<file path="config.mk">
export PLATFORM = sky130hd
export DESIGN_NAME = power_harness_top
export DESIGN_NICKNAME = d
export VERILOG_FILES = /design/src/pwr_cfg_pkg.sv /design/src/pwr_types_pkg.sv /design/src/switch_ack_delay.sv /design/src/pwr_cmd_decoder.sv /design/src/pwr_domain_seq.sv /design/src/pwr_status_collector.sv /design/src/power_harness_top.sv
export SDC_FILE = /design/constraint.sdc
export NUM_CORES = 1
export LEC_CHECK = 0
export ABC_CLOCK_PERIOD_IN_PS = 2000
export BUFFER_PORTS_ARGS = -buffer_cell sky130_fd_sc_hd__buf_4
export CAP_MARGIN = 20
export CORE_MARGIN = 2
export CORE_UTILIZATION = 55
export DETAILED_ROUTE_END_ITERATION = 16
export PLACE_DENSITY = 0.75
export REMOVE_ABC_BUFFERS = 1
export SLEW_MARGIN = 20
export SYNTH_ARGS = -nofsm -noshare
export SYNTH_HDL_FRONTEND = slang
export SYNTH_SLANG_ARGS = --single-unit
</file>
<file path="constraint.sdc">
create_clock -name clk_i -period 2 [get_ports clk_i]
set_input_delay 0.3 -clock clk_i [delete_from_list [all_inputs] [get_ports clk_i]]
set_output_delay 0.3 -clock clk_i [all_outputs]
set_load 0.01 [all_outputs]
</file>
<file path="src/pwr_cfg_pkg.sv">
/*
 * Power harness configuration
 * Sizes of the gated domains and the switch-cell acknowledge latency
 */
package pwr_cfg_pkg;

  // External power domains driven by the sequencers
  localparam int unsigned NUM_DOMAINS = 4;

  // Width of a domain index in a command
  localparam int unsigned DOMAIN_IDX_W = (NUM_DOMAINS > 1) ? $clog2(NUM_DOMAINS) : 1;

  // Memory banks with their own switch bits
  localparam int unsigned NUM_BANKS = 2;

  // Cycles from a switch change to the matching acknowledge
  localparam int unsigned SWITCH_ACK_LATENCY = 15;

endpackage

</file>
<file path="src/pwr_types_pkg.sv">
/*
 * Power harness types
 * Command, control and status records plus the domain sequencer states
 */
package pwr_types_pkg;

  import pwr_cfg_pkg::*;

  // Single-cycle power command for one domain
  typedef struct packed {
    logic                    valid;
    logic [DOMAIN_IDX_W-1:0] domain;
    logic                    off;     // 1 requests power off
  } pwr_cmd_t;

  // Active-low controls of one gated domain
  typedef struct packed {
    logic switch_n;
    logic iso_n;
    logic rst_n;
  } domain_ctrl_t;

  // Off path runs ON to OFF, on path runs OFF back to ON
  typedef enum logic [2:0] {
    ON,
    ISO,
    RST,
    SW_OFF,
    OFF,
    SW_ON,
    UNRST,
    UNISO
  } domain_state_e;

  // Per-domain status towards the collector
  typedef struct packed {
    logic powered;
    logic done;
  } domain_stat_t;

  typedef logic [NUM_BANKS-1:0] bank_mask_t;

endpackage

</file>
<file path="src/switch_ack_delay.sv">
/*
 * Power switch cell model
 * Returns the switch control as its acknowledge after a fixed latency
 */
`timescale 1ns/1ps

module switch_ack_delay
  import pwr_cfg_pkg::*;
#(
  parameter type payload_t = logic
) (
  input  logic     clk_i,
  input  logic     rst_n_i,
  input  payload_t switch_n_i,
  output payload_t ack_n_o
);

  // One stage per cycle of switch latency
  payload_t chain_q [SWITCH_ACK_LATENCY];

  always_ff @(posedge clk_i) begin
    if (!rst_n_i) begin
      // Switch closed and acknowledged out of reset
      for (int i = 0; i < SWITCH_ACK_LATENCY; i++) begin
        chain_q[i] <= '0;
      end
    end else begin
      chain_q[0] <= switch_n_i;
      for (int i = 1; i < SWITCH_ACK_LATENCY; i++) begin
        chain_q[i] <= chain_q[i-1];
      end
    end
  end

  assign ack_n_o = chain_q[SWITCH_ACK_LATENCY-1];

endmodule

</file>
<file path="src/pwr_cmd_decoder.sv">
/*
 * Power command decoder
 * Keeps the requested power state of every domain from command strobes
 */
`timescale 1ns/1ps

module pwr_cmd_decoder
  import pwr_cfg_pkg::*;
  import pwr_types_pkg::*;
(
  input  logic                   clk_i,
  input  logic                   rst_n_i,
  input  pwr_cmd_t               cmd_i,
  output logic [NUM_DOMAINS-1:0] target_off_o
);

  logic [NUM_DOMAINS-1:0] target_off_q;
  logic                   cmd_hit;

  // Drop strobes that name a domain which does not exist
  assign cmd_hit = cmd_i.valid && (int'(cmd_i.domain) < NUM_DOMAINS);

  always_ff @(posedge clk_i) begin
    if (!rst_n_i) begin
      // All domains requested on
      target_off_q <= '0;
    end else if (cmd_hit) begin
      target_off_q[cmd_i.domain] <= cmd_i.off;
    end
  end

  assign target_off_o = target_off_q;

endmodule

</file>
<file path="src/pwr_domain_seq.sv">
/*
 * Domain power sequencer
 * Orders isolation, reset and switch of one domain on power-off and power-on
 */
`timescale 1ns/1ps

module pwr_domain_seq
  import pwr_types_pkg::*;
(
  input  logic         clk_i,
  input  logic         rst_n_i,
  input  logic         target_off_i,
  input  logic         switch_ack_n_i,
  output domain_ctrl_t ctrl_o,
  output domain_stat_t stat_o
);

  domain_state_e state_q;
  domain_state_e state_d;
  logic          done_q;
  logic          settle;

  // Entering one of the two stable states
  assign settle = (state_d != state_q) && ((state_d == ON) || (state_d == OFF));

  always_comb begin
    state_d = state_q;
    unique case (state_q)
      ON: begin
        // Target only checked while stable
        if (target_off_i) begin
          state_d = ISO;
        end
      end
      ISO: begin
        state_d = RST;
      end
      RST: begin
        state_d = SW_OFF;
      end
      SW_OFF: begin
        if (switch_ack_n_i) begin
          state_d = OFF;
        end
      end
      OFF: begin
        if (!target_off_i) begin
          state_d = SW_ON;
        end
      end
      SW_ON: begin
        // Wait for the supply to come back
        if (!switch_ack_n_i) begin
          state_d = UNRST;
        end
      end
      UNRST: begin
        state_d = UNISO;
      end
      UNISO: begin
        state_d = ON;
      end
      default: begin
        state_d = ON;
      end
    endcase
  end

  always_ff @(posedge clk_i) begin
    if (!rst_n_i) begin
      state_q <= ON;
      done_q  <= 1'b0;
    end else begin
      state_q <= state_d;
      done_q  <= settle;
    end
  end

  // Controls decoded from the state register
  assign ctrl_o.switch_n = (state_q == SW_OFF) || (state_q == OFF);
  assign ctrl_o.iso_n    = (state_q == ON) || (state_q == UNISO);
  assign ctrl_o.rst_n    = (state_q == ON) || (state_q == ISO) ||
                           (state_q == UNRST) || (state_q == UNISO);

  // Supply present unless the switch is open and acknowledged
  assign stat_o.powered = (state_q != OFF) && (state_q != SW_ON);
  assign stat_o.done    = done_q;

endmodule

</file>
<file path="src/pwr_status_collector.sv">
/*
 * Power status collector
 * Registers the powered domains and keeps sticky per-domain done interrupts
 */
`timescale 1ns/1ps

module pwr_status_collector
  import pwr_cfg_pkg::*;
  import pwr_types_pkg::*;
(
  input  logic                               clk_i,
  input  logic                               rst_n_i,
  input  domain_stat_t [NUM_DOMAINS-1:0]     stat_i,
  input  logic         [NUM_DOMAINS-1:0]     intr_clear_i,
  output logic         [NUM_DOMAINS-1:0]     power_on_o,
  output logic         [NUM_DOMAINS-1:0]     intr_o
);

  logic [NUM_DOMAINS-1:0] powered;
  logic [NUM_DOMAINS-1:0] done;
  logic [NUM_DOMAINS-1:0] power_on_q;
  logic [NUM_DOMAINS-1:0] intr_q;

  // Unpack the status records into flat vectors
  always_comb begin
    for (int i = 0; i < NUM_DOMAINS; i++) begin
      powered[i] = stat_i[i].powered;
      done[i]    = stat_i[i].done;
    end
  end

  always_ff @(posedge clk_i) begin
    if (!rst_n_i) begin
      power_on_q <= '1;
      intr_q     <= '0;
    end else begin
      power_on_q <= powered;
      // A new completion beats a clear in the same cycle
      intr_q     <= (intr_q & ~intr_clear_i) | done;
    end
  end

  assign power_on_o = power_on_q;
  assign intr_o     = intr_q;

endmodule

</file>
<file path="src/power_harness_top.sv">
/*
 * Power gating harness
 * Command decoder, per-domain sequencers with switch models, status collector
 */
`timescale 1ns/1ps

module power_harness_top
  import pwr_cfg_pkg::*;
  import pwr_types_pkg::*;
(
  input  logic                           clk_i,
  input  logic                           rst_n_i,
  input  pwr_cmd_t                       cmd_i,
  input  logic         [NUM_DOMAINS-1:0] intr_clear_i,
  input  bank_mask_t                     banks_switch_n_i,
  output domain_ctrl_t [NUM_DOMAINS-1:0] domain_ctrl_o,
  output logic         [NUM_DOMAINS-1:0] power_on_o,
  output logic         [NUM_DOMAINS-1:0] intr_o,
  output bank_mask_t                     banks_ack_n_o
);

  logic         [NUM_DOMAINS-1:0] target_off;
  logic         [NUM_DOMAINS-1:0] switch_ack_n;
  domain_stat_t [NUM_DOMAINS-1:0] domain_stat;

  pwr_cmd_decoder i_pwr_cmd_decoder (
    .clk_i        (clk_i),
    .rst_n_i      (rst_n_i),
    .cmd_i        (cmd_i),
    .target_off_o (target_off)
  );

  for (genvar d = 0; d < NUM_DOMAINS; d++) begin : gen_domain
    pwr_domain_seq i_pwr_domain_seq (
      .clk_i          (clk_i),
      .rst_n_i        (rst_n_i),
      .target_off_i   (target_off[d]),
      .switch_ack_n_i (switch_ack_n[d]),
      .ctrl_o         (domain_ctrl_o[d]),
      .stat_o         (domain_stat[d])
    );

    // Switch cell of this domain
    switch_ack_delay #(
      .payload_t (logic)
    ) i_switch_ack_delay (
      .clk_i      (clk_i),
      .rst_n_i    (rst_n_i),
      .switch_n_i (domain_ctrl_o[d].switch_n),
      .ack_n_o    (switch_ack_n[d])
    );
  end

  // Memory bank switches share one cell model
  switch_ack_delay #(
    .payload_t (bank_mask_t)
  ) i_bank_switch_ack_delay (
    .clk_i      (clk_i),
    .rst_n_i    (rst_n_i),
    .switch_n_i (banks_switch_n_i),
    .ack_n_o    (banks_ack_n_o)
  );

  pwr_status_collector i_pwr_status_collector (
    .clk_i        (clk_i),
    .rst_n_i      (rst_n_i),
    .stat_i       (domain_stat),
    .intr_clear_i (intr_clear_i),
    .power_on_o   (power_on_o),
    .intr_o       (intr_o)
  );

endmodule

</file>
==> impl_metrics.json <==
{
  "outcome": "completed",
  "vias": 2313,
  "numPortBuffers": 33,
  "arrival_ns": 1.53,
  "wl_um": 5444,
  "slew_headroom_pct": 70.38,
  "synth_top_area_cell": "dfxtp_1",
  "die_w_um": 87.12,
  "power.density_nw_per_um2": 1203,
  "n_antenna_cell": 0,
  "crit_path_end_kind": "output pin",
  "postRouteAntennaNets": 0,
  "ys_top_cells_by_count": "dfxtp_1 (118), and2_1 (90), nand2_1 (21), nor2_1 (15), a21oi_1 (12)",
  "netlist.area_leader.share_pct": 62.17,
  "synth-edff-count": 0,
  "critPathMaxStageDelay_ns": 0.55,
  "tns_ns": 0,
  "path_clk_slew_ns": 0.05,
  "root_buffer": "clkbuf_8",
  "slowest_stage": "dfxtp_1",
  "layout_min_cycle_time_ns": 1.834,
  "via_per_inst": 4.819,
  "coreArea_um2": 6756,
  "peakVddDrop_mv": 0.7066,
  "async_flop_share_pct": 0,
  "grt_pass1_vias": 2152,
  "fin_skew_ns": 0.005785,
  "wl_per_cell_um": 11.34,
  "grt_start_max_net_pins": 48,
  "final_util_pct": 68.17,
  "crit_family": "flip-flops",
  "crit_path_start_kind": "flip-flop",
  "period_share_pct": 91.71,
  "p_leak_nw": 1.909,
  "min-delay-path-class": "input pin to flip-flop",
  "synth.yosys.seq_area_share_pct": 62.17,
  "track_usage_pct": 16.33,
  "cts_buffer_depth": 2,
  "report.final.slew_viol_count": 0,
  "synth-warning-count": 0,
  "yosysMostFrequentCell": "dfxtp_1",
  "syn-cell-area_um2": 3800,
  "netlist_top_cells_area": "dfxtp_1 (62%), and2_1 (15%), nand2_1 (2.1%), a21oi_1 (1.6%), nor2_1 (1.5%)",
  "postSynthAreaPerCell_um2": 10.50,
  "die_height_um": 87.12,
  "cts_tree": "done",
  "required_ns": 1.70,
  "gp_congestion": 0.7210,
  "numCtsBuffers": 17,
  "synth-main-ff-cell": "dfxtp_1",
  "synth_seq_cells": 118,
  "drive_gt1_share_pct": 18.25,
  "drc": 0,
  "finalHoldViolCount": 0,
  "worst_pin_slew_ns": 0.4436,
  "cp_cell_sequence": "nor3b_1, a21o_1, buf_4",
  "die_area_um2": 7590,
  "timing.fmax_mhz": 545.2,
  "dp_hpwl_um": 2983,
  "area.growth.synth_to_final_pct": 21.21,
  "synth_cells": 362,
  "path_max_fanout": 13,
  "crit_type": "flip-flop to output pin",
  "rsz0062_at_grt": "no",
  "start_util_pct": 56.24,
  "grt_antenna_before_repair": 0,
  "h-tree-depth": 4,
  "ctsResizeCount": 0,
  "rows": 30,
  "ios": 34,
  "finalSetupViolCount": 0,
  "cts.sinks": 118,
  "overflow": 0,
  "path_buf_inv": 1,
  "grt_pass1_wl_um": 9308,
  "drt_pass1_iterations": 5,
  "layout.nets": 399,
  "synthDistinctLibCells": 33,
  "max_cap_violations": 0,
  "drt_iter0_markers": 106,
  "clk_latency_ns": 0.50
}
layout by cell type (no fill, tap or decap), types with 5 or more instances in the layout:
master / instances
nand4b_1: 5
nand2b_1: 5
o21ai_0: 6
nor2_1: 15
a31oi_1: 5
a21oi_1: 12
nand2_1: 21
clkbuf_16: 16
xnor2_1: 5
clkinv_2: 5
buf_4: 34
nand3_1: 5
and2_1: 90
nand3b_1: 6
dfxtp_1: 118
flip-flops by register name, summed over array words and instances (netlist names):
signal                                 cells
i_bank_switch_ack_delay.chain_q           30
gen_domain.i_switch_ack_delay.chain_q     60
i_pwr_status_collector.intr_o              4
gen_domain.i_pwr_domain_seq.done_q         4
gen_domain.i_pwr_domain_seq.state_q       12
i_pwr_cmd_decoder.target_off_o             4
i_pwr_status_collector.power_on_o          4
logic make-up (layout without fill, tap and decap cells):
kind of cell             Yosys count  count (layout)  share of synthesized area [%]
adder cells (fa/ha/maj)            1               1                         0.2963
AND/OR/NAND/NOR                  168             168                          25.85
multiplexers                       4               4                          1.054
buffers and inverters             35              73                          4.873
AO/OA/AOI/OAI                     31              31                          4.610
XOR/XNOR                           5               5                          1.152
flip-flops                       118             118                          62.17
report_power, final:
group	total, W	switching (W)	internal (W)
combinational	0.000172	0.0000814	0.0000908
sequential	0.00242	0.0000408	0.00238
clock	0.00295	0.000999	0.00195
total	0.00554	0.00112	0.00442
worst min-delay path, cell delays in order:
cell	delay, ns
buf_4	0.10
mux2i_1	0.06
nor2_1	0.07
metal layers:
layer | track usage [%] | vias to the layer above | routed length [um]
li1 | - | 1196 | -
met1 | 19.11 | 1067 | 2645
met2 | 25.47 | 45 | 2493
met3 | 7.962 | 5 | 252
met4 | 7.133 | 0 | 52
met5 | 0 | - | 0
worst paths after layout:
path                                        startpoint                                         to  slack, ns  depth (start not counted)
max          gen_domain[2].i_pwr_domain_seq.state_q[2]                           domain_ctrl_o[8]       0.17                          3
min reg2reg      i_bank_switch_ack_delay.chain_q[0][1]      i_bank_switch_ack_delay.chain_q[0][3]       0.43                          1
min                                           cmd_i[0]          i_pwr_cmd_decoder.target_off_o[0]       0.07                          3
max reg2reg  gen_domain[3].i_pwr_domain_seq.state_q[1]  gen_domain[3].i_pwr_domain_seq.state_q[0]       0.81                          3
metrics by stage:
step           cells  area, um^2  hold WS, ns  total power [W]  setup slack, ns
2_1_floorplan    332        3633       0.3869         0.002547           0.8391
6_report         480        4606      0.06867         0.005542           0.1658
4_1_cts          480        4606      0.04259         0.005622           0.1256
3_3_place_gp     446        3989       0.4114         0.002634           0.6258
3_5_place_dp     446        3989       0.4185         0.002639           0.6185
5_1_grt          480        4606      0.08049         0.005760         0.006518
what timing repair did:
item | 4_1_cts | 5_1_grt
hold buffers | 2 | 0
buffers inserted | 0 | 0
hold endpoints to repair | 2 | 0
layout make-up:
type                            instances  area [um^2]
Sequential cell                       118         2362
Clock inverter                         13        155.1
Tap cell                               80        100.1
Clock buffer                           19        441.7
Multi-Input combinational cell        209         1252
Timing Repair Buffer                   36        275.3
Inverter                                5        18.77
Fill cell                             513         2151
(Power assumes the default switching activity.)
